### config.mk
export PLATFORM = sky130hd
export DESIGN_NAME = set_array
export DESIGN_NICKNAME = d
export VERILOG_FILES = /design/src/verilog/cache_cfg_pkg.sv /design/src/verilog/set_array.sv
export SDC_FILE = /design/constraint.sdc
export NUM_CORES = 1
export LEC_CHECK = 0
export BUFFER_PORTS_ARGS = -buffer_cell sky130_fd_sc_hd__buf_4
export CORE_UTILIZATION = 35
export DETAILED_ROUTE_END_ITERATION = 7
export PLACE_DENSITY = 0.61
export RECOVER_POWER = 50
export SLEW_MARGIN = 40
export SYNTH_ARGS = -nofsm -noshare
export SYNTH_HDL_FRONTEND = slang
export SYNTH_SLANG_ARGS = --single-unit
### constraint.sdc
create_clock -name clk -period 3.9 [get_ports clk]
set_input_delay 0.585 -clock clk [delete_from_list [all_inputs] [get_ports clk]]
set_output_delay 0.585 -clock clk [all_outputs]
set_load 0.02 [all_outputs]
### src/verilog/cache_cfg_pkg.sv
package cache_cfg_pkg;

    // ----------------------------------------------------------------------
    // geometry
    // ----------------------------------------------------------------------
    localparam int NUM_WAYS    = 4;
    localparam int NUM_SETS    = 8;
    localparam int LINE_WORDS  = 8;   // words per line, one refill beat each
    localparam int WORD_BITS   = 32;
    localparam int OFFSET_BITS = 5;   // byte offset in a 32 byte line
    localparam int INDEX_BITS  = 3;
    localparam int TAG_BITS    = 32 - INDEX_BITS - OFFSET_BITS;
    localparam int STAMP_BITS  = 16;

    // ----------------------------------------------------------------------
    // address fields and stored types
    // ----------------------------------------------------------------------
    typedef logic [WORD_BITS-1:0]            word_t;
    typedef logic [TAG_BITS-1:0]             tag_t;
    typedef logic [INDEX_BITS-1:0]           index_t;
    typedef logic [$clog2(LINE_WORDS)-1:0]   word_sel_t;
    typedef logic [$clog2(NUM_WAYS)-1:0]     way_t;
    typedef logic [LINE_WORDS*WORD_BITS-1:0] line_t;   // word 0 in the low bits
    typedef logic [STAMP_BITS-1:0]           stamp_t;

    // line address, no byte offset
    typedef struct packed {
        tag_t   tag;
        index_t index;
    } line_addr_t;

    typedef struct packed {
        logic valid;
        logic dirty;   // written by the CPU since the refill
        tag_t tag;
    } line_meta_t;

endpackage

### src/verilog/set_array.sv
`timescale 1ns/10ps

// one entry per set, for one way
module set_array import cache_cfg_pkg::*; #(
    parameter type entry_t = logic
) (
    input  logic   clk,
    input  logic   rst,
    input  logic   wen,
    input  index_t waddr,
    input  entry_t wdata,
    input  index_t raddr,
    output entry_t rdata
);

    entry_t mem [NUM_SETS];

    always_ff @(posedge clk) begin
        if (rst) begin
            for (int i = 0; i < NUM_SETS; i++) begin
                mem[i] <= '0;   // invalid, clean, never used
            end
        end else if (wen) begin
            mem[waddr] <= wdata;
        end
    end

    assign rdata = mem[raddr];   // async read, ctrl decides in the same cycle

    a_waddr_known : assert property (@(posedge clk) disable iff (rst)
        wen |-> !$isunknown(waddr));

endmodule

==> results.json <==
{
  "cts_setup_buffers": 0,
  "crit_required_ps": 3310,
  "startpoint": "raddr[0]",
  "share_clk_of_total_power_pct": 31.3,
  "wl_per_cell_um": 12.77,
  "timing.final.max_slew_violations": 0,
  "critPathCapture": "rdata",
  "maxSlewHeadroom_pct": 76.09,
  "drc_errors": 0,
  "tightest_slew_ps": 358.6,
  "largest_net_degree_at_the_start_of_global_routing": 11,
  "io_buffer_count": 10,
  "flow.area_growth_from_synthesis_pct": 20.48,
  "cts_sinks": 8,
  "seqCellArea_um2": 240.2,
  "cap_viol_max_count": 0,
  "switching_share_pct": 21.61,
  "rsz_0062_raised_after_global_routing": "false",
  "layout.nets": 62,
  "worstPathArrival_ps": 1640,
  "num_vias": 345,
  "netlist-cell-type-count": 15,
  "io_pins": 11,
  "wire_length_of_the_first_global_routing_pass_um": 1228,
  "via_per_inst": 5.391,
  "num_antenna_cells": 0,
  "grt_use_total_pct": 12.68,
  "crit_path_start_kind": "primary input",
  "multi_input_area_um2": 211.5,
  "holdBufCountCts": 0,
  "synthesis.instances": 40,
  "fillerInstances": 119,
  "sequential_area_share_after_synthesis_pct": 51.06,
  "globalRoute.totalOverflow": 0,
  "clock-root-buffer": "clkbuf_4",
  "timing.critical_path.fanout_max": 2,
  "finalCritPeriodShare_pct": 57.16,
  "drt_pass_1_iters": 4,
  "pwr_cell_area_mw_per_mm2": 343.0,
  "postSynthRegisterBits": 8,
  "cellLeakagePower_nw": 0.2186,
  "net_count_after_synthesis": 50,
  "drtIter0Drc": 2,
  "largest_reg_flops": 8,
  "gp_congestion": 0.7271,
  "power_frac_seq_pct": 52.2,
  "core_area_mm2": 0.001171,
  "number_of_global_route_vias_before_repair": 335,
  "start_util_pct": 40.17,
  "crit_path_end_kind": "output port",
  "cts_tree": "built",
  "vdd_drop_max_v": 0.0001208,
  "total_switching_power_mw": 0.04202,
  "antenna_found_initial": 0,
  "chipHeight_um": 38.66,
  "cts_made_buffers": 3,
  "hp-class": "in2reg",
  "final_period_minus_worst_setup_slack_ps": 2229,
  "clk_transition_reported_paths_ps": 60,
  "die_width_um": 38.66,
  "ys.warnings.count": 0,
  "drive_gt1_share_pct": 32.00,
  "finalWirelength_um": 817,
  "tns_ps": 0,
  "postSynthAreaPerCell_um2": 11.76,
  "dpl-instance-area_um2": 551.8,
  "timing.final.setup_violations": 0,
  "layout_common_cells": "8 x buf_4, 8 x edfxtp_1, 7 x nor2_1",
  "ant_nets": 0,
  "netlist_area_before_placement_um2": 470.5,
  "p_int_mw": 0.1524,
  "share_comb_of_total_power_pct": 16.5,
  "fp.dieArea_mm2": 0.001495,
  "report.final.hold_viol_count": 0,
  "h-tree-depth": 1,
  "max_clock_freq_ghz": 0.4486,
  "post_cts_resized": 0,
  "largest-register": "mem",
  "status": "finished, final reports clean",
  "layout.cell_area.non_filler_um2": 566.8,
  "criticalPathCategory": "in2out",
  "num_rows": 12,
  "clock_tree.buffer_depth": 2,
  "detailedPlacementHpwl_um": 653.3,
  "reg.largest.list": "mem x8"
}
per-stage QoR:
step	hold WS [ps]	instances	setup slack (ps)	utilization [%]	total power, mW
2_1_floorplan	830.2	40	1898	-	0.1228
3_3_place_gp	930.1	61	1682	47.12	0.1347
3_5_place_dp	938.0	61	1662	47.12	0.1364
4_1_cts	678.4	64	1661	49.04	0.1966
5_1_grt	696.9	64	1651	48.40	0.1999
6_report	691.0	64	1671	48.40	0.1944
synth_stat cells:
cell type,instances,area share [%]
nor3_1,2,2.1
mux2_2,1,2.4
a31o_2,4,7.4
edfxtp_1,8,51
a21o_1,1,1.6
nand4b_1,1,1.9
mux4_1,2,11
nor2b_1,1,1.3
nand4bb_1,1,2.4
nand2b_1,2,2.7
clkbuf_1,3,2.4
o21bai_1,3,4.8
nand2_1,2,1.6
inv_1,2,1.6
nor2_1,7,5.6
power groups by stage:
stage               Clock [mW]  Sequential [mW]  Combinational [mW]
finish                  0.0608            0.102              0.0320
global route            0.0639            0.102              0.0339
global placement             0            0.103              0.0315
detailed placement           0            0.103              0.0330
CTS                     0.0618            0.102              0.0331
floorplan                    0            0.103              0.0201
kinds of logic (layout without fill, tap and decap cells):
logic type	count (synthesis)	in the layout	share of synthesized area, %
mux	3	3	13.56
flops	8	8	51.06
simple gates	16	16	17.56
buf+inv	5	15	3.990
compound gates	8	8	13.83
layout make-up:
cell class,count,share of cell area [%]
Clock buffer,3,3.974
Inverter,2,1.325
Multi-Input combinational cell,27,37.31
Sequential cell,8,42.38
Tap cell,14,3.091
Timing Repair Buffer,10,11.92
how the worst min path moves through the flow:
| stage | start | to | slack, ps | cells after the start |
|---|---|---|---|---|
| 2_1_floorplan | wen | mem[1] | 830 | 1 |
| 3_3_place_gp | rst | mem[0] | 930 | 2 |
| 3_5_place_dp | rst | mem[0] | 940 | 2 |
| 4_1_cts | rst | mem[0] | 680 | 2 |
| 5_1_grt | waddr[2] | mem[0] | 700 | 2 |
| 6_report | waddr[2] | mem[0] | 690 | 2 |
per-layer routing:
layer / share of wire (%) / global-route usage, % / vias to the layer above
met4: 1.7 / 10.34 / 0
li1: - / - / 172
met1: 39 / 11.07 / 157
met2: 54 / 24.58 / 14
met5: 0 / 0 / -
met3: 5.6 / 1.734 / 2
worst max-delay path, stage by stage:
cell	delay, ps
buf_4	100
mux4_1	540
mux2_2	270
buf_4	150
No activity file was read; power rests on OpenSTA's default activity.
