<file path="config.mk">
export PLATFORM = sky130hd
export DESIGN_NAME = lru_victim_select
export DESIGN_NICKNAME = d
export VERILOG_FILES = /design/src/verilog/cache_cfg_pkg.sv /design/src/verilog/lru_victim_select.sv
export SDC_FILE = /design/constraint.sdc
export NUM_CORES = 1
export LEC_CHECK = 0
export BUFFER_PORTS_ARGS = -buffer_cell sky130_fd_sc_hd__buf_2
export CAP_MARGIN = 20
export CORE_MARGIN = 4
export CORE_UTILIZATION = 47
export CTS_CLUSTER_SIZE = 8
export DETAILED_ROUTE_END_ITERATION = 8
export GPL_ROUTABILITY_DRIVEN = 0
export PLACE_DENSITY = 0.87
export SLEW_MARGIN = 20
export SYNTH_ARGS = -nofsm -noshare
export SYNTH_HDL_FRONTEND = slang
export SYNTH_SLANG_ARGS = --single-unit
</file>
<file path="constraint.sdc">
create_clock -name clk -period 24.1 [get_ports clk]
set_clock_uncertainty 0.1 [all_clocks]
set_input_delay 4.82 -clock clk [delete_from_list [all_inputs] [get_ports clk]]
set_output_delay 4.82 -clock clk [all_outputs]
set_load 0.005 [all_outputs]
</file>
<file path="src/verilog/cache_cfg_pkg.sv">
package cache_cfg_pkg;

    // ----------------------------------------------------------------------
    // geometry
    // ----------------------------------------------------------------------
    localparam int NUM_WAYS    = 4;
    localparam int NUM_SETS    = 8;
    localparam int LINE_WORDS  = 8;   // words per line, one refill beat each
    localparam int WORD_BITS   = 32;
    localparam int OFFSET_BITS = 5;   // byte offset in a 32 byte line
    localparam int INDEX_BITS  = 3;
    localparam int TAG_BITS    = 32 - INDEX_BITS - OFFSET_BITS;
    localparam int STAMP_BITS  = 16;

    // ----------------------------------------------------------------------
    // address fields and stored types
    // ----------------------------------------------------------------------
    typedef logic [WORD_BITS-1:0]            word_t;
    typedef logic [TAG_BITS-1:0]             tag_t;
    typedef logic [INDEX_BITS-1:0]           index_t;
    typedef logic [$clog2(LINE_WORDS)-1:0]   word_sel_t;
    typedef logic [$clog2(NUM_WAYS)-1:0]     way_t;
    typedef logic [LINE_WORDS*WORD_BITS-1:0] line_t;   // word 0 in the low bits
    typedef logic [STAMP_BITS-1:0]           stamp_t;

    // line address, no byte offset
    typedef struct packed {
        tag_t   tag;
        index_t index;
    } line_addr_t;

    typedef struct packed {
        logic valid;
        logic dirty;   // written by the CPU since the refill
        tag_t tag;
    } line_meta_t;

endpackage

</file>
<file path="src/verilog/lru_victim_select.sv">
`timescale 1ns/10ps

module lru_victim_select import cache_cfg_pkg::*; (
    input  logic   clk,
    input  logic   rst,
    input  logic   stamp_bump,            // one access finished
    input  stamp_t stamps [NUM_WAYS],     // stamps of the indexed set
    output stamp_t stamp_now,
    output way_t   victim
);

    stamp_t best_stamp;

    // ----------------------------------------------------------------------
    // access counter, saturating
    // ----------------------------------------------------------------------
    always_ff @(posedge clk) begin
        if (rst) begin
            stamp_now <= stamp_t'(1);   // 0 stays reserved for unused ways
        end else if (stamp_bump && stamp_now != '1) begin
            stamp_now <= stamp_now + 1'b1;
        end
    end

    // ----------------------------------------------------------------------
    // smallest stamp wins, strict compare keeps the lowest way on ties
    // ----------------------------------------------------------------------
    always_comb begin
        victim     = '0;
        best_stamp = stamps[0];
        for (int w = 1; w < NUM_WAYS; w++) begin
            if (stamps[w] < best_stamp) begin
                victim     = way_t'(w);
                best_stamp = stamps[w];
            end
        end
    end

endmodule

</file>
==> impl_metrics.ini, run 1 <==
[setup_path]
cp_cell_sequence = buf_2 -> inv_1 -> ha_1 -> a21oi_1 -> o21ai_0 -> a221oi_2 -> o31ai_4 -> mux2i_1 -> ha_1 -> a211oi_1 -> o21ai_0 -> a221oi_1 -> o21a_1 -> o31a_1 -> mux2_2 -> ha_1 -> a21oi_1 -> o21ai_0 -> a211o_1 -> a211oi_1 -> a21oi_1 -> o22ai_1 -> buf_2
startpoint_type = input port
cp_top_family = compound AO/OA/AOI/OAI gates
endpoint_kind = output pin
path_class = in -> out
slowest_stage = o31ai_4
cp_data_required_time_ns = 19.18
worstPathMaxFanout = 17
cp_slowest_stage_delay_ns = 0.86
path_buf_inv = 3
critPathArrivalTime_ns = 10.84

[detailed_routing]
wl_per_cell_um = 13.8
via_per_inst = 5.42
drtPass1Iterations = 4
drc = 0
initialDrtViolationCount = 120
vias = 2332
antenna_left = 0
totalWireLength_um = 5940

[synthesis]
syn-cell-area_um2 = 2290
yosys_warnings = 0
synth.distinct_cells = 39
ys_seq_elements = 16
async_reset_ff_share_pct = 0
synth_top_area_share_pct = 25.1
synth-edff-count = 0
synth_common_cells = 46 x ha_1, 37 x inv_1, 24 x nor2_1
synth_top_cell_by_area = ha_1
netlist_instances = 281
post-synth-top-count-cell = ha_1
synth_area_leaders = ha_1 25%, dfxtp_1 14%, mux2i_1 6.5%
syn_nets = 394
ys.flop_type = dfxtp_1
synth-seq-area-share_pct = 14.0
syn_avg_cell_area_um2 = 8.17

[global_routing]
grt.overflow.total = 0
grt_antenna_before_repair = 0
grt_use_total_pct = 19.3
grt_max_degree = 18
grt_pass1_vias = 2301
grt_pass1_wl_um = 9760

[floorplanning]
die_x_um = 77.9
rows = 25
core_region_area_um2 = 4720
initial_utilization_pct = 48.6
dieArea_um2 = 6060
die_h_um = 77.9
io_pins = 85

[sta]
fmax_mhz = 63.4
finalSetupTns_ns = 0
worst_slew_pin_slew_ns = 1.07
max_slew_margin_pct = 28.4
final_hold_viol_count = 0
finalCriticalPeriod_ns = 15.76
rsz0062_at_grt = false
setup_viol = 0
finalCritPeriodShare_pct = 65.4
slew_viol_final = 0

[power_and_ir_drop]
power_uw = 106
p_seq_share_pct = 26.0
p_switching_uw = 38.9
p_leak_uw = 0.00146
vdd_drop_max_mv = 0.0305
p_int_uw = 66.7
clockPowerShare_pct = 19.0
pwr-share-comb_pct = 55.0
sw_frac_of_total_pct = 36.9
p_per_area_nw_per_um2 = 37.6

[flow_run]
cap_viol_max_count = 0

[place]
numPortBuffers = 84
dp_hpwl_um = 5170
place_inst = 427

[layout]
fin_nets = 478
largest_reg_flops = 16
layout-drive-gt1-share_pct = 29.2
reg_top3 = stamp_now x16
fillerInstances = 418
top_register = stamp_now
syn_to_final_growth_pct = 22.5
antenna_cells = 0
fin_util_pct = 59.5
final_cells = 430

[clocking]
clk_path_buf_depth = 2
clock-sinks = 16
holdBufCountCts = 0
h-tree-depth = 1
clk_latency_ns = 0.25
cts_buffers = 3
root_buffer = clkbuf_8
cts_setup_buffers = 0
cts.repair.resized = 0
cts.clk_slew.worst_paths_ns = 0.06
cts_tree = built

[run_status]
outcome = finished, final reports clean

[worst_hold_path]
hp-class = reg -> reg
[area by class of cell]
class	instances	area (µm²)	share of cell area, %
multi-input combinational	223	1810	64.3
timing repair buffer	84	420	15.0
sequential	16	320	11.4
inverter	37	139	4.94
tap	67	83.8	2.98
clock buffer	3	41.3	1.47
[logic make-up after synthesis]
| kind of cell | synth area share [%] |
|---|---|
| fa+ha+maj | 25.1 |
| mux | 15.9 |
| simple gates | 16.6 |
| buf+inv | 7.91 |
| compound gates | 16.0 |
| flops | 14.0 |
| xor+xnor | 4.58 |
[power groups by stage]
| stage | sequential, µW | combinational [µW] | clock (µW) |
|---|---|---|---|
| after floorplan | 28.1 | 41.7 | 0 |
| after global placement | 28.1 | 55.6 | 0 |
| after detailed placement | 28.1 | 57.9 | 0 |
| after CTS | 27.5 | 58.2 | 20.3 |
| after global routing | 27.6 | 65.2 | 21.8 |
| final | 27.5 | 58.1 | 20.1 |
[cells in the final DEF, fill, tap and decap left out, drive strengths merged, types with 4 or more instances in the layout]
cell	count
mux2	16
nand2	14
a211oi	7
buf	84
nor3	5
mux2i	15
a21oi	15
o21ai	14
xnor2	5
nand4	11
inv	37
ha	46
nor2	24
nand2b	4
nand3	10
dfxtp	16
xor2	7
[stage by stage]
stage	worst slack, ns	cell area (µm²)	hold WS [ns]
after floorplan	9.71	2290	0.375
after global routing	7.88	2810	0.431
after CTS	8.39	2810	0.392
after detailed placement	8.39	2770	0.382
final	8.34	2810	0.389
after global placement	8.57	2770	0.378
[routing by layer]
layer / global-route usage, % / share of wire [%]
met2: 36.8 / 51
met1: 22.6 / 42
met4: 5.16 / 1.5
met5: 0 / 0
met3: 1.97 / 6.1
[worst reg2reg max path: stages, from the launching register on]
cell and delay (ns):
dfxtp_1 0.42, and4_1 0.28, and4_1 0.31, nand4_1 0.22, or3_1 0.43, xor2_1 0.16
nor2_1 0.05
[worst paths after layout]
check                                     end  slack (ns)  depth (start not counted)          from
worst max-delay path                victim[0]        8.34                         23    stamps[53]
worst min-delay path             stamp_now[1]        0.39                          2  stamp_now[1]
worst max register to register  stamp_now[13]       22.03                          6  stamp_now[3]
worst min register to register   stamp_now[1]        0.39                          2  stamp_now[1]
(Power assumes the default switching activity.)
==> inputs of run 2 (changes only) <==
- clock period: 24.1 -> 15.6 ns (I/O delays scaled with it)
==> run 2 against run 1 <==
Net effect: first-iteration DRC count is 24% lower; clock power is 52% higher; via count is 0.56% lower; clock-buffer cell count stayed put; final area stayed put; die area stayed put; critical path depth is 1 higher; sequential power is 55% higher; largest cell class unchanged; largest power group unchanged.
==> impl_metrics.ini, run 2 (synthesis gave the netlist of run 1 again) <==
[clocking]
clk_latency_ns = 0.25
cts_setup_buffers = 0
clock-sinks = 16
holdBufCountCts = 0
cts.repair.resized = 0
cts_buffers = 3
cts_tree = built
cts.clk_slew.worst_paths_ns = 0.06
h-tree-depth = 1
root_buffer = clkbuf_8
clk_path_buf_depth = 2

[sta]
fmax_mhz = 80.6
finalCritPeriodShare_pct = 79.5
rsz0062_at_grt = false
finalSetupTns_ns = 0
max_slew_margin_pct = 27.2
finalCriticalPeriod_ns = 12.40
worst_slew_pin_slew_ns = 1.09
setup_viol = 0
slew_viol_final = 0
final_hold_viol_count = 0

[worst_hold_path]
hp-class = reg -> reg
hold_path_depth = 2
min_to = stamp_now[1]
hp-start = stamp_now[1]

[setup_path]
reg2reg_slack_ns = 13.52
endpoint_kind = output pin
cpMostUsedCell = a211oi_1
cp_slowest_stage_delay_ns = 0.87
startpoint_type = input port
r2r-start = stamp_now[3]
path_class = in -> out
r2r_cells = 6
rr_endpoint = stamp_now[13]
worstPathMaxFanout = 17
slowest_stage = o31ai_4
cp_cell_sequence = buf_2 -> inv_1 -> ha_1 -> a21oi_1 -> o21ai_0 -> a221oi_2 -> o31ai_4 -> mux2i_1 -> ha_1 -> a211oi_1 -> o21ai_0 -> a221oi_1 -> o21a_1 -> o31a_1 -> mux2_4 -> ha_1 -> a211oi_1 -> o21bai_1 -> a211oi_1 -> o31ai_1 -> a211oi_1 -> a21oi_1 -> o22ai_1 -> buf_2
critPathArrivalTime_ns = 9.18
cp_data_required_time_ns = 12.38

[layout]
syn_to_final_growth_pct = 22.5
final_cells = 430
final_common_cell = buf_2
antenna_cells = 0
reg_top3 = stamp_now x16
top_register = stamp_now
fillerInstances = 421
fin_nets = 478
layout-drive-gt1-share_pct = 29.2
layout_common_cells = 84 x buf_2, 46 x ha_1, 37 x inv_1
largest_reg_flops = 16

[floorplanning]
die_h_um = 77.9
die_x_um = 77.9
initial_utilization_pct = 48.6
rows = 25
io_pins = 85
core_region_area_um2 = 4720
dieArea_um2 = 6060

[power_and_ir_drop]
sw_frac_of_total_pct = 36.6
pwr-share-comb_pct = 55.1
vdd_drop_max_mv = 0.0491
p_per_area_nw_per_um2 = 57.8
p_leak_uw = 0.00146
clockPowerShare_pct = 18.8
p_seq_share_pct = 26.2
p_int_uw = 103
p_switching_uw = 59.6

[detailed_routing]
totalWireLength_um = 5890
drc = 0
drtPass1Iterations = 6
vias = 2319
via_per_inst = 5.39
initialDrtViolationCount = 91
wl_per_cell_um = 13.7
antenna_left = 0

[flow_run]
cap_viol_max_count = 0

[global_routing]
grt_pass1_vias = 2284
grt_max_degree = 18
grt_use_total_pct = 19.7
grt.overflow.total = 0
grt_pass1_wl_um = 9980
grt_antenna_before_repair = 0

[run_status]
outcome = finished, final reports clean

[place]
place_inst = 427
dp_hpwl_um = 5150
numPortBuffers = 84
-- run 2: cell type report --
| type | instances | area, µm² | area share [%] |
|---|---|---|---|
| Clock buffer | 3 | 41.3 | 1.47 |
| Inverter | 37 | 139 | 4.94 |
| Multi-Input combinational cell | 223 | 1810 | 64.3 |
| Sequential cell | 16 | 320 | 11.4 |
| Tap cell | 67 | 83.8 | 2.98 |
| Timing Repair Buffer | 84 | 420 | 15.0 |
-- run 2: worst max path at each step --
stage                           from   endpoint  depth (start not counted)
after global routing      stamps[53]  victim[0]                         24
final                     stamps[53]  victim[0]                         24
after global placement    stamps[53]  victim[0]                         24
after floorplan           stamps[53]  victim[0]                         26
after CTS                 stamps[53]  victim[0]                         24
after detailed placement  stamps[53]  victim[0]                         23
-- run 2: per-layer routing --
layer  GRT usage (%)  vias to the layer above  routed length (µm)
met3            1.97                        8                 315
met2            36.8                       72                2980
met1            23.9                     1058                2540
met5               0                        -                   0
li1                -                     1181                   -
met4            4.45                        0                  58
-- run 2: metrics by stage --
| step | hold WS (ns) | setup WS (ns) | utilization, % | area, µm² | total power [µW] |
|---|---|---|---|---|---|
| 2_1_floorplan | 0.375 | 4.61 | - | 2290 | 108 |
| 3_3_place_gp | 0.379 | 3.47 | 58.6 | 2770 | 129 |
| 3_5_place_dp | 0.384 | 3.28 | 58.6 | 2770 | 132 |
| 4_1_cts | 0.394 | 3.27 | 59.5 | 2810 | 164 |
| 5_1_grt | 0.444 | 2.71 | 59.5 | 2810 | 177 |
| 6_report | 0.393 | 3.20 | 59.5 | 2810 | 163 |
-- run 2: power groups by stage --
stage	logic, µW	clock network, µW	registers, µW
5_1_grt	101	33.8	42.6
3_3_place_gp	85.9	0	43.4
4_1_cts	89.5	31.7	42.5
2_1_floorplan	64.4	0	43.4
6_report	89.5	30.5	42.5
3_5_place_dp	89.0	0	43.4
-- run 2: critical path, delay by kind of cell --
family,cells,cell delay (ns)
AOI/OAI and AO/OA,16,4.19
adders and majority gates,3,0.88
buffers and inverters,3,0.28
muxes,2,0.69
