### src/verilog/cache_cfg_pkg.sv
package cache_cfg_pkg;

    // ----------------------------------------------------------------------
    // geometry
    // ----------------------------------------------------------------------
    localparam int NUM_WAYS    = 4;
    localparam int NUM_SETS    = 8;
    localparam int LINE_WORDS  = 8;   // words per line, one refill beat each
    localparam int WORD_BITS   = 32;
    localparam int OFFSET_BITS = 5;   // byte offset in a 32 byte line
    localparam int INDEX_BITS  = 3;
    localparam int TAG_BITS    = 32 - INDEX_BITS - OFFSET_BITS;
    localparam int STAMP_BITS  = 16;

    // ----------------------------------------------------------------------
    // address fields and stored types
    // ----------------------------------------------------------------------
    typedef logic [WORD_BITS-1:0]            word_t;
    typedef logic [TAG_BITS-1:0]             tag_t;
    typedef logic [INDEX_BITS-1:0]           index_t;
    typedef logic [$clog2(LINE_WORDS)-1:0]   word_sel_t;
    typedef logic [$clog2(NUM_WAYS)-1:0]     way_t;
    typedef logic [LINE_WORDS*WORD_BITS-1:0] line_t;   // word 0 in the low bits
    typedef logic [STAMP_BITS-1:0]           stamp_t;

    // line address, no byte offset
    typedef struct packed {
        tag_t   tag;
        index_t index;
    } line_addr_t;

    typedef struct packed {
        logic valid;
        logic dirty;   // written by the CPU since the refill
        tag_t tag;
    } line_meta_t;

endpackage

### src/verilog/cache_bus_pkg.sv
package cache_bus_pkg;

    import cache_cfg_pkg::*;

    // ----------------------------------------------------------------------
    // CPU side
    // ----------------------------------------------------------------------
    typedef struct packed {
        logic        write;   // 1 write, 0 read
        logic [31:0] addr;    // word aligned
        word_t       wdata;
        logic [3:0]  wstrb;   // byte lanes of wdata
    } cpu_req_t;

    // ----------------------------------------------------------------------
    // memory side, refill data and write-back data alike
    // ----------------------------------------------------------------------
    typedef struct packed {
        word_t data;
        logic  last;   // eighth beat of the burst
    } mem_beat_t;

endpackage

### src/verilog/writeback_buffer.sv
`timescale 1ns/10ps

module writeback_buffer import cache_cfg_pkg::*, cache_bus_pkg::*; (
    input  logic      clk,
    input  logic      rst,
    input  logic      load,         // victim line captured this cycle
    input  line_t     line_in,
    input  logic      beat_ready,
    output mem_beat_t beat,
    output logic      done          // last beat accepted
);

    line_t      shift_q;   // word 0 sits in the low bits
    logic [3:0] cnt_q;     // beats already accepted, 8 when idle
    logic       active;
    logic       advance;

    assign active  = (cnt_q < 4'(LINE_WORDS));
    assign advance = active && beat_ready;

    always_ff @(posedge clk) begin
        if (rst) begin
            cnt_q <= 4'(LINE_WORDS);   // idle until loaded
        end else if (load) begin
            cnt_q <= '0;
        end else if (advance) begin
            cnt_q <= cnt_q + 1'b1;
        end
    end

    always_ff @(posedge clk) begin
        if (load) begin
            shift_q <= line_in;
        end else if (advance) begin
            shift_q <= shift_q >> WORD_BITS;   // next word drops into place
        end
    end

    assign beat.data = shift_q[WORD_BITS-1:0];
    assign beat.last = (cnt_q == 4'(LINE_WORDS - 1));
    assign done      = advance && beat.last;

    // new victim only once all 8 beats of the previous burst went out
    a_load_idle : assert property (@(posedge clk) disable iff (rst)
        load |-> cnt_q == 4'(LINE_WORDS));

endmodule
### config.mk
export PLATFORM = sky130hd
export DESIGN_NAME = writeback_buffer
export DESIGN_NICKNAME = d
export VERILOG_FILES = /design/src/verilog/cache_cfg_pkg.sv /design/src/verilog/cache_bus_pkg.sv /design/src/verilog/writeback_buffer.sv
export SDC_FILE = /design/constraint.sdc
export NUM_CORES = 1
export LEC_CHECK = 0
export BUFFER_PORTS_ARGS = -buffer_cell sky130_fd_sc_hd__buf_4
export CAP_MARGIN = 20
export CORE_MARGIN = 2
export CORE_UTILIZATION = 45
export DETAILED_ROUTE_END_ITERATION = 7
export GPL_TIMING_DRIVEN = 0
export HOLD_SLACK_MARGIN = 0.03
export PLACE_DENSITY_LB_ADDON = 0.1
export SYNTH_ARGS = -nofsm -noshare
export SYNTH_HDL_FRONTEND = slang
export SYNTH_SLANG_ARGS = --single-unit
### constraint.sdc
create_clock -name clk -period 10.4 [get_ports clk]
set_input_delay 3.12 -clock clk [delete_from_list [all_inputs] [get_ports clk]]
set_output_delay 3.12 -clock clk [all_outputs]
set_load 0.01 [all_outputs]
==> results of run 1 <==
==> layer usage <==
layer | up-vias | part of all wire
met5 | - | 0
met4 | 0 | 0.018
met3 | 27 | 0.084
met2 | 182 | 0.53
met1 | 2710 | 0.37
li1 | 2886 | -
==> worst min path at each step <==
stage | from | to | slack (ps) | cells after the start
after floorplan | cnt_q[1]$_SDFFE_PP0P_ | cnt_q[1]$_SDFFE_PP0P_ | 510 | 2
after global placement | cnt_q[1]$_SDFFE_PP0P_ | cnt_q[1]$_SDFFE_PP0P_ | 520 | 2
after detailed placement | shift_q[78]$_DFFE_PP_ | shift_q[46]$_DFFE_PP_ | 530 | 1
after CTS | shift_q[43]$_DFFE_PP_ | shift_q[11]$_DFFE_PP_ | 550 | 1
after global routing | shift_q[156]$_DFFE_PP_ | shift_q[124]$_DFFE_PP_ | 550 | 1
final | shift_q[48]$_DFFE_PP_ | shift_q[16]$_DFFE_PP_ | 540 | 1
==> through the flow <==
stage / setup TNS (ps) / total power (W) / instances / utilization
after detailed placement: 0 / 0.00163 / 1218 / 0.567
after CTS: 0 / 0.00252 / 1263 / 0.598
after floorplan: 0 / 0.00152 / 593 / -
final: 0 / 0.00248 / 1263 / 0.598
after global placement: -513460 / 0.00164 / 1215 / 0.563
after global routing: 0 / 0.00258 / 1263 / 0.598
==> critical path: cells and delay by family <==
kind | cells | cell delay (ps)
simple gates | 2 | 260
buf+inv | 2 | 230
==> synthesized netlist by cell type, types with 2 or more instances <==
library cell                 n  area share
sky130_fd_sc_hd__mux2_2     74       0.071
sky130_fd_sc_hd__nor3_1      3      0.0013
sky130_fd_sc_hd__nand2b_1    2      0.0011
sky130_fd_sc_hd__buf_4      32       0.021
sky130_fd_sc_hd__clkbuf_1    2     0.00064
sky130_fd_sc_hd__buf_2       7      0.0030
sky130_fd_sc_hd__edfxtp_1  256        0.66
sky130_fd_sc_hd__dfxtp_1     4      0.0069
sky130_fd_sc_hd__and2_1     32       0.017
sky130_fd_sc_hd__nor2_1      2     0.00064
sky130_fd_sc_hd__mux2_4    150        0.19
sky130_fd_sc_hd__buf_6      19       0.018
==> sequential cells by signal, indices dropped and copies added (netlist names) <==
name     cells
cnt_q        4
shift_q    256
==> cell type report <==
class | instances | area [µm²]
Buffer | 61 | 502
Clock buffer | 29 | 683
Clock inverter | 16 | 115
Fill cell | 1912 | 10200
Multi-Input combinational cell | 272 | 3400
Sequential cell | 260 | 7770
Tap cell | 330 | 413
Timing Repair Buffer | 295 | 2270
==> power groups by stage <==
stage / Combinational (W) / Sequential [W] / Clock, W
5_1_grt: 0.000334 / 0.00130 / 0.000945
2_1_floorplan: 0.000190 / 0.00133 / 0
3_5_place_dp: 0.000314 / 0.00132 / 0
4_1_cts: 0.000315 / 0.00130 / 0.000903
6_report: 0.000310 / 0.00130 / 0.000879
3_3_place_gp: 0.000299 / 0.00134 / 0
==> logic make-up (layout without fill, tap and decap cells) <==
| family | count (synthesis) | count (layout) | share of synthesized area |
|---|---|---|---|
| AOI/OAI and AO/OA | 2 | 2 | 0.00139 |
| xor gates and xnor gates | 2 | 2 | 0.00150 |
| adders and majority gates | 1 | 1 | 0.00107 |
| buffers and inverters | 61 | 401 | 0.0430 |
| DFF | 260 | 260 | 0.666 |
| muxes | 225 | 225 | 0.265 |
| and+or+nand+nor | 42 | 42 | 0.0217 |
==> results_dict.tcl, run 1 <==
set metrics [dict create \
    outcome "completed" \
    chipWidth_um 165 \
    holdBufCountCts 0 \
    worst_slack_at_placement_ps 3670 \
    timing.setup.critical_path_class "primary input to output pin" \
    global_route.usage.total 0.152 \
    route.antenna.remaining_nets 0 \
    synth-seq-area-share 0.666 \
    crit_path_max_fanout 4 \
    cts.clk_slew.worst_paths_ps 60 \
    timing.slew.headroom 0.635 \
    routed_wl_mm 21.5 \
    crit_end "done" \
    mostFrequentLayoutCell "sky130_fd_sc_hd__buf_4" \
    netlist_area_um2 11700 \
    critPathArrivalTime_ps 3610 \
    post_cts_setup_buffer_count 0 \
    critical_path.endpoint_type "output pin" \
    area_delta_synth_final_pct 30.0 \
    cell_int_power_w 0.00200 \
    power_density_nw_per_um2 164 \
    globalRouteMet3Util 0.0382 \
    grt.met2_usage 0.283 \
    via_count 5805 \
    reg2reg_depth 4 \
    drv_cap 0 \
    instance_area_after_placement_um2 14400 \
    power.static_leakage_nw 6.38 \
    hold_path.class "register to register" \
    drt_first_iter_violations 296 \
    setup-violations-final 0 \
    gr-total-overflow 0 \
    clock_tree.root_cell "sky130_fd_sc_hd__clkbuf_16" \
    post-route-min-period_ps 6730 \
    clockPowerShare 0.354 \
    r2r-end "shift_q[2]$_DFFE_PP_" \
    final_critical_path_setup_slack_ps 3670 \
    rr_startpoint "cnt_q[3]$_SDFFE_PP1P_" \
    gr-usage-met1 0.171 \
    path_cells "buf_4 -> nand2b_1 -> nor2_1 -> buf_4" \
    mostFrequentLayoutCells "sky130_fd_sc_hd__buf_4, sky130_fd_sc_hd__edfxtp_1, sky130_fd_sc_hd__mux2_4" \
    numClockSinks 260 \
    routedWlPerCell_um 17.0 \
    timing.critical_path.from "beat_ready" \
    cts_max_path_buffers 3 \
    final_nets 1178 \
    critical-path-top-cell-by-count "sky130_fd_sc_hd__buf_4" \
    detail_route.vias_per_cell 4.60 \
    postSynth.asyncResetShare 0 \
    post-dp-hpwl_mm 16.1 \
    die_area_um2 27200 \
    synth-warning-count 0 \
    pwr-share-seq 0.522 \
    post_synth_num_cell_types 22 \
    antenna_found_initial 0 \
    finClkSkew_ps 9.14 \
    total_switching_power_w 0.000489 \
    grt_pass1_wl_mm 32.0 \
    edff_count_synth 256 \
    tritoncts "built" \
    cp_data_required_time_ps 7280 \
    worstSkewPairLatency_ps 510 \
    final_hold_viol_count 0 \
    reg2reg_slack_ps 8230 \
    worst_ir_drop_vdd_mv 0.160 \
    synth-seq-cells 260 \
    cell_with_the_biggest_individual_delay_on_the_critical_path "sky130_fd_sc_hd__nor2_1" \
    setup_repair_after_global_routing_missed_its_margin "no" \
    place.port_buffers 292 \
    design.core.area_um2 25300 \
    postSynth.topFlopCell "sky130_fd_sc_hd__edfxtp_1" \
    post_cts_resize_count 0 \
    synth.avg_cell_area_um2 19.7 \
    synthesis.instances 593 \
    max_freq_mhz 149 \
    drtPass1Iterations 4 \
    period_share 0.647 \
    swShare 0.197 \
    grt_start_max_net_pins 78 \
    global_route.peak_usage_layer "met2" \
    setup.worst_path.start_class "primary input" \
    slew_violations 0 \
    start_util 0.461 \
    first_global_vias 6194 \
    num_io_pins 294 \
    placement_rows 58 \
    n_antenna_cell 0 \
    tightestPinTransition_ps 547 \
    critical-path-max-stage-delay_ps 150 \
    hold-worst-slack_ps 544 \
    relative_contribution_of_combinational_cells_to_total_power 0.125 \
    die-height_um 165 \
    gp_congestion 0.765 \
    drt_drc_violations_left 0 \
    cts.htree.levels 1 \
    post_synth_net_total 854 \
    cts_made_buffers 27 \
    postLayoutCellArea_um2 15200 \
    drive_gt1_frac 0.654 \
]
Power figures use the tool's default switching activity.
==> run 2: changes to the inputs <==
Clock period 10.4 ns to 6.5 ns, I/O delays scaled along.
==> run 2 against run 1 <==
- critical path depth is the same
- global-route usage shrank 0.19 points
- sequential share of layout area decreased by 0.52 points
- utilization rose by 0.61 points
- sequential power up 59%
- clock-buffer cell count rose by 1
- worst setup slack got worse by 1500 ps
- cell count grew 0.32%
- clock power up 87%
- hold slack worse by 4.3 ps
- combinational power increased by 59%
- first-iteration DRC count down 22%
- critical path type unchanged
- critical endpoint unchanged
==> results_dict.tcl, run 2 (same netlist as run 1, synthesis figures left out) <==
set metrics [dict create \
    num_io_pins 294 \
    routedWlPerCell_um 16.8 \
    drive_gt1_frac 0.662 \
    reg2reg_depth 4 \
    mostFrequentLayoutCells "sky130_fd_sc_hd__buf_4, sky130_fd_sc_hd__edfxtp_1, sky130_fd_sc_hd__mux2_4" \
    power_density_nw_per_um2 275 \
    largestRegisters "shift_q: 256 flops, cnt_q: 4 flops" \
    max_freq_mhz 228 \
    cts.clk_slew.worst_paths_ps 60 \
    gr-total-overflow 0 \
    placement_rows 58 \
    timing.slew.headroom 0.603 \
    post-dp-hpwl_mm 15.9 \
    hold_path.class "register to register" \
    setup.worst_path.start_class "primary input" \
    total_switching_power_w 0.000803 \
    swShare 0.191 \
    numClockSinks 260 \
    path_cells "buf_4 -> nand2b_1 -> nor2_1 -> buf_4" \
    place.port_buffers 292 \
    post_cts_resize_count 0 \
    setup-tns-final_ps 0 \
    worstSkewPairLatency_ps 520 \
    cts_max_path_buffers 3 \
    critical_path.endpoint_type "output pin" \
    gp_congestion 0.781 \
    tightestPinTransition_ps 596 \
    regMostFlops "shift_q" \
    largest_register_ffs 256 \
    cell_int_power_w 0.00340 \
    start_util 0.461 \
    drt_drc_violations_left 0 \
    crit_path_max_fanout 4 \
    timing.setup.critical_path_class "primary input to output pin" \
    route.antenna.remaining_nets 0 \
    final_nets 1178 \
    routed_wl_mm 21.2 \
    timing.critical_path.from "beat_ready" \
    design.core.area_um2 25300 \
    worst_slack_at_placement_ps 2120 \
    drt_first_iter_violations 231 \
    clockPowerShare 0.389 \
    grt_pass1_wl_mm 31.5 \
    mostFrequentLayoutCell "sky130_fd_sc_hd__buf_4" \
    chipWidth_um 165 \
    drv_cap 0 \
    cts.htree.levels 1 \
    post-route-min-period_ps 4380 \
    die-height_um 165 \
    worst_ir_drop_vdd_mv 0.157 \
    die_area_um2 27200 \
    drtPass1Iterations 6 \
    area_delta_synth_final_pct 31.3 \
    global_route.usage.total 0.150 \
    period_share 0.674 \
    hold_path.startpoint "shift_q[219]$_DFFE_PP_" \
    rr_startpoint "cnt_q[3]$_SDFFE_PP1P_" \
    whs_path_depth 1 \
    grt_start_max_net_pins 78 \
    fill_cell_count 1922 \
    finClkSkew_ps 12.6 \
    relative_contribution_of_combinational_cells_to_total_power 0.117 \
    detail_route.vias_per_cell 4.57 \
    outcome "completed" \
    critPathArrivalTime_ps 2430 \
    antenna_found_initial 0 \
    first_global_vias 6073 \
    pwr-share-seq 0.493 \
    holdBufCountCts 0 \
    power.static_leakage_nw 6.46 \
    tritoncts "built" \
    setup_repair_after_global_routing_missed_its_margin "no" \
    critical-path-top-cell-by-count "sky130_fd_sc_hd__buf_4" \
    n_antenna_cell 0 \
    setup-violations-final 0 \
    final_hold_viol_count 0 \
    clock_tree.root_cell "sky130_fd_sc_hd__clkbuf_16" \
    cts_made_buffers 27 \
    post_cts_setup_buffer_count 0 \
    critical-path-max-stage-delay_ps 140 \
    cp_data_required_time_ps 4550 \
    slew_violations 0 \
    final_critical_path_setup_slack_ps 2120 \
    cell_with_the_biggest_individual_delay_on_the_critical_path "sky130_fd_sc_hd__nor2_1" \
    via_count 5790 \
]
run 2: final timing paths:
| path | end | slack [ps] |
|---|---|---|
| max | done | 2120 |
| min | shift_q[187]$_DFFE_PP_ | 540 |
| max reg2reg | shift_q[0]$_DFFE_PP_ | 4330 |
| min reg2reg | shift_q[187]$_DFFE_PP_ | 540 |
run 2: through the flow:
| stage | util | instance area [µm²] | std cells | total power (W) | hold WS [ps] |
|---|---|---|---|---|---|
| after floorplan | - | 11700 | 593 | 0.00241 | 509 |
| after global placement | 0.563 | 14300 | 1215 | 0.00261 | 520 |
| after detailed placement | 0.567 | 14400 | 1218 | 0.00261 | 533 |
| after CTS | 0.605 | 15300 | 1267 | 0.00426 | 546 |
| after global routing | 0.605 | 15300 | 1267 | 0.00436 | 552 |
| final | 0.605 | 15300 | 1267 | 0.00420 | 540 |
run 2: routing by layer:
metal	global-route usage	up-vias	wire length, µm
met3	0.0399	35	1660
met4	0.0478	0	508
met2	0.278	192	11200
met5	0	-	0
li1	-	2899	-
met1	0.167	2664	7810
run 2: worst max-delay path, delay by kind of cell:
family                 cells  cell delay (ps)
and+or+nand+nor            2              240
buffers and inverters      2              240
run 2: power by group through the flow:
stage / logic [W] / clock network (W) / registers, W
5_1_grt: 0.000534 / 0.00174 / 0.00209
4_1_cts: 0.000502 / 0.00168 / 0.00208
2_1_floorplan: 0.000304 / 0 / 0.00211
6_report: 0.000493 / 0.00164 / 0.00207
3_3_place_gp: 0.000480 / 0 / 0.00213
3_5_place_dp: 0.000500 / 0 / 0.00211
run 2: final cells by class:
| type | count | area (µm²) | area share |
|---|---|---|---|
| buffer | 61 | 502 | 0.0328 |
| tap | 330 | 413 | 0.0270 |
| multi-input combinational | 272 | 3400 | 0.222 |
| sequential | 260 | 7770 | 0.507 |
| clock buffer | 30 | 687 | 0.0449 |
| timing repair buffer | 295 | 2270 | 0.149 |
| clock inverter | 19 | 267 | 0.0174 |
==> run 3: changes to the inputs <==
Clock period 6.5 ns to 4.53 ns, I/O delays scaled along.
==> run 3 against run 2 <==
- non-clock buffer count unchanged
- hold slack got worse by 0.94 ps
- clock power increased by 40%
- routed wire length is 2.0% higher
- flip-flop and latch count is the same
- largest power group unchanged
- sequential share of layout area up 0.058 points
- design area shrank 0.11%
- via count rose by 1.2%
- die area unchanged
- first-iteration DRC count is 45% higher
- utilization decreased by 0.069 points
- register-to-register slack lost 2100 ps
==> results_dict.tcl, run 3 (same netlist as run 1, synthesis figures left out) <==
set metrics [dict create \
    cp_data_required_time_ps 3170 \
    slew_violations 0 \
    grt_start_max_net_pins 78 \
    area_delta_synth_final_pct 31.1 \
    critical_path.endpoint_type "output pin" \
    post-route-min-period_ps 3180 \
    finClkSkew_ps 6.58 \
    top_layer_used "met4" \
    clockPowerShare 0.384 \
    setup-violations-final 0 \
    global_route.usage.total 0.156 \
    final_nets 1179 \
    n_antenna_cell 0 \
    cell_int_power_w 0.00479 \
    mostFrequentLayoutCells "sky130_fd_sc_hd__buf_4, sky130_fd_sc_hd__edfxtp_1, sky130_fd_sc_hd__mux2_4" \
    tightestPinTransition_ps 820 \
    via_count 5857 \
    detailroute.wirelength.met3_mm 1.73 \
    first_global_vias 6237 \
    detail_route.vias_per_cell 4.61 \
    route.antenna.remaining_nets 0 \
    drv_cap 0 \
    total_switching_power_w 0.00120 \
    drt_first_iter_violations 334 \
    post_cts_resize_count 0 \
    detailroute.wirelength.met2_mm 11.3 \
    place.port_buffers 292 \
    chipWidth_um 165 \
    gr-total-overflow 0 \
    cts.clk_slew.worst_paths_ps 60 \
    power.static_leakage_nw 6.45 \
    antenna_found_initial 0 \
    worst_ir_drop_vdd_mv 0.255 \
    routedWlPerCell_um 17.0 \
    outcome "completed" \
    placement_rows 58 \
    timing.setup.critical_path_class "primary input to output pin" \
    relative_contribution_of_combinational_cells_to_total_power 0.119 \
    timing.slew.headroom 0.453 \
    design.core.area_um2 25300 \
    numClockSinks 260 \
    regMostFlops "shift_q" \
    wl_met1_mm 8.13 \
    grt_pass1_wl_mm 32.6 \
    die-height_um 165 \
    final_core_utilization 0.604 \
    start_util 0.461 \
    drtPass1Iterations 4 \
    report.power.total_w 0.00599 \
    clock_tree.root_cell "sky130_fd_sc_hd__clkbuf_16" \
    final_hold_viol_count 0 \
    hold_path.class "register to register" \
    post-dp-hpwl_mm 16.0 \
    tritoncts "built" \
    largestRegisters "shift_q: 256 flops, cnt_q: 4 flops" \
    cts_made_buffers 28 \
    cts_max_path_buffers 3 \
    num_io_pins 294 \
    power_density_nw_per_um2 392 \
    holdBufCountCts 0 \
    max_freq_mhz 315 \
    swShare 0.200 \
    drt_drc_violations_left 0 \
    post_cts_setup_buffer_count 0 \
    setup_repair_after_global_routing_missed_its_margin "no" \
    largest_register_ffs 256 \
    setup.worst_path.start_class "primary input" \
    drive_gt1_frac 0.662 \
    mostFrequentLayoutCell "sky130_fd_sc_hd__buf_4" \
    critPathArrivalTime_ps 1820 \
    cts.htree.levels 1 \
    crit_path_max_fanout 4 \
    die_area_um2 27200 \
    pwr-share-seq 0.497 \
    gp_congestion 0.769 \
    period_share 0.702 \
    routed_wl_mm 21.7 \
    worstSkewPairLatency_ps 530 \
]
==> run 3: cell type report <==
| class | count | area (µm²) |
|---|---|---|
| plain buffers | 61 | 502 |
| well taps | 330 | 413 |
| clock buffers | 33 | 741 |
| multi-input cells | 272 | 3400 |
| fillers | 1950 | 10000 |
| clock inverters | 19 | 195 |
| repair buffers | 295 | 2270 |
| flip-flops and latches | 260 | 7770 |
==> run 3: metrics by stage <==
| stage | setup WS, ps | setup TNS (ps) | hold slack [ps] | instance area, µm² | instances |
|---|---|---|---|---|---|
| after floorplan | 566 | 0 | 509 | 11700 | 593 |
| after global placement | -201 | -45400 | 520 | 14300 | 1215 |
| after detailed placement | 803 | 0 | 533 | 14400 | 1218 |
| after CTS | 1350 | 0 | 545 | 15300 | 1270 |
| after global routing | 1230 | 0 | 554 | 15300 | 1270 |
| final | 1350 | 0 | 539 | 15300 | 1270 |
==> run 3: layer usage <==
layer,track usage,up-vias
met4,0.0506,0
li1,-,2890
met2,0.278,191
met1,0.180,2738
met5,0,-
met3,0.0439,38
==> run 3: path summary, 6_finish.rpt <==
check / start / to / slack, ps / depth (start not counted)
worst min register to register: shift_q[106]$_DFFE_PP_ / shift_q[74]$_DFFE_PP_ / 540 / 1
worst min-delay path: shift_q[106]$_DFFE_PP_ / shift_q[74]$_DFFE_PP_ / 540 / 1
worst max-delay path: beat_ready / done / 1350 / 4
worst max register to register: cnt_q[3]$_SDFFE_PP1P_ / shift_q[130]$_DFFE_PP_ / 2210 / 4
==> run 3: worst max-delay path, stage by stage <==
cell and delay [ps]:
sky130_fd_sc_hd__buf_4 120, sky130_fd_sc_hd__nand2b_1 130, sky130_fd_sc_hd__nor2_1 70, sky130_fd_sc_hd__buf_4 140
==> run 3: power groups by stage <==
stage | Sequential [W] | Combinational [W] | Clock (W)
finish | 0.00298 | 0.000711 | 0.00230
global route | 0.00300 | 0.000768 | 0.00246
CTS | 0.00298 | 0.000723 | 0.00234
detailed placement | 0.00303 | 0.000720 | 0
global placement | 0.00303 | 0.000689 | 0
floorplan | 0.00302 | 0.000437 | 0
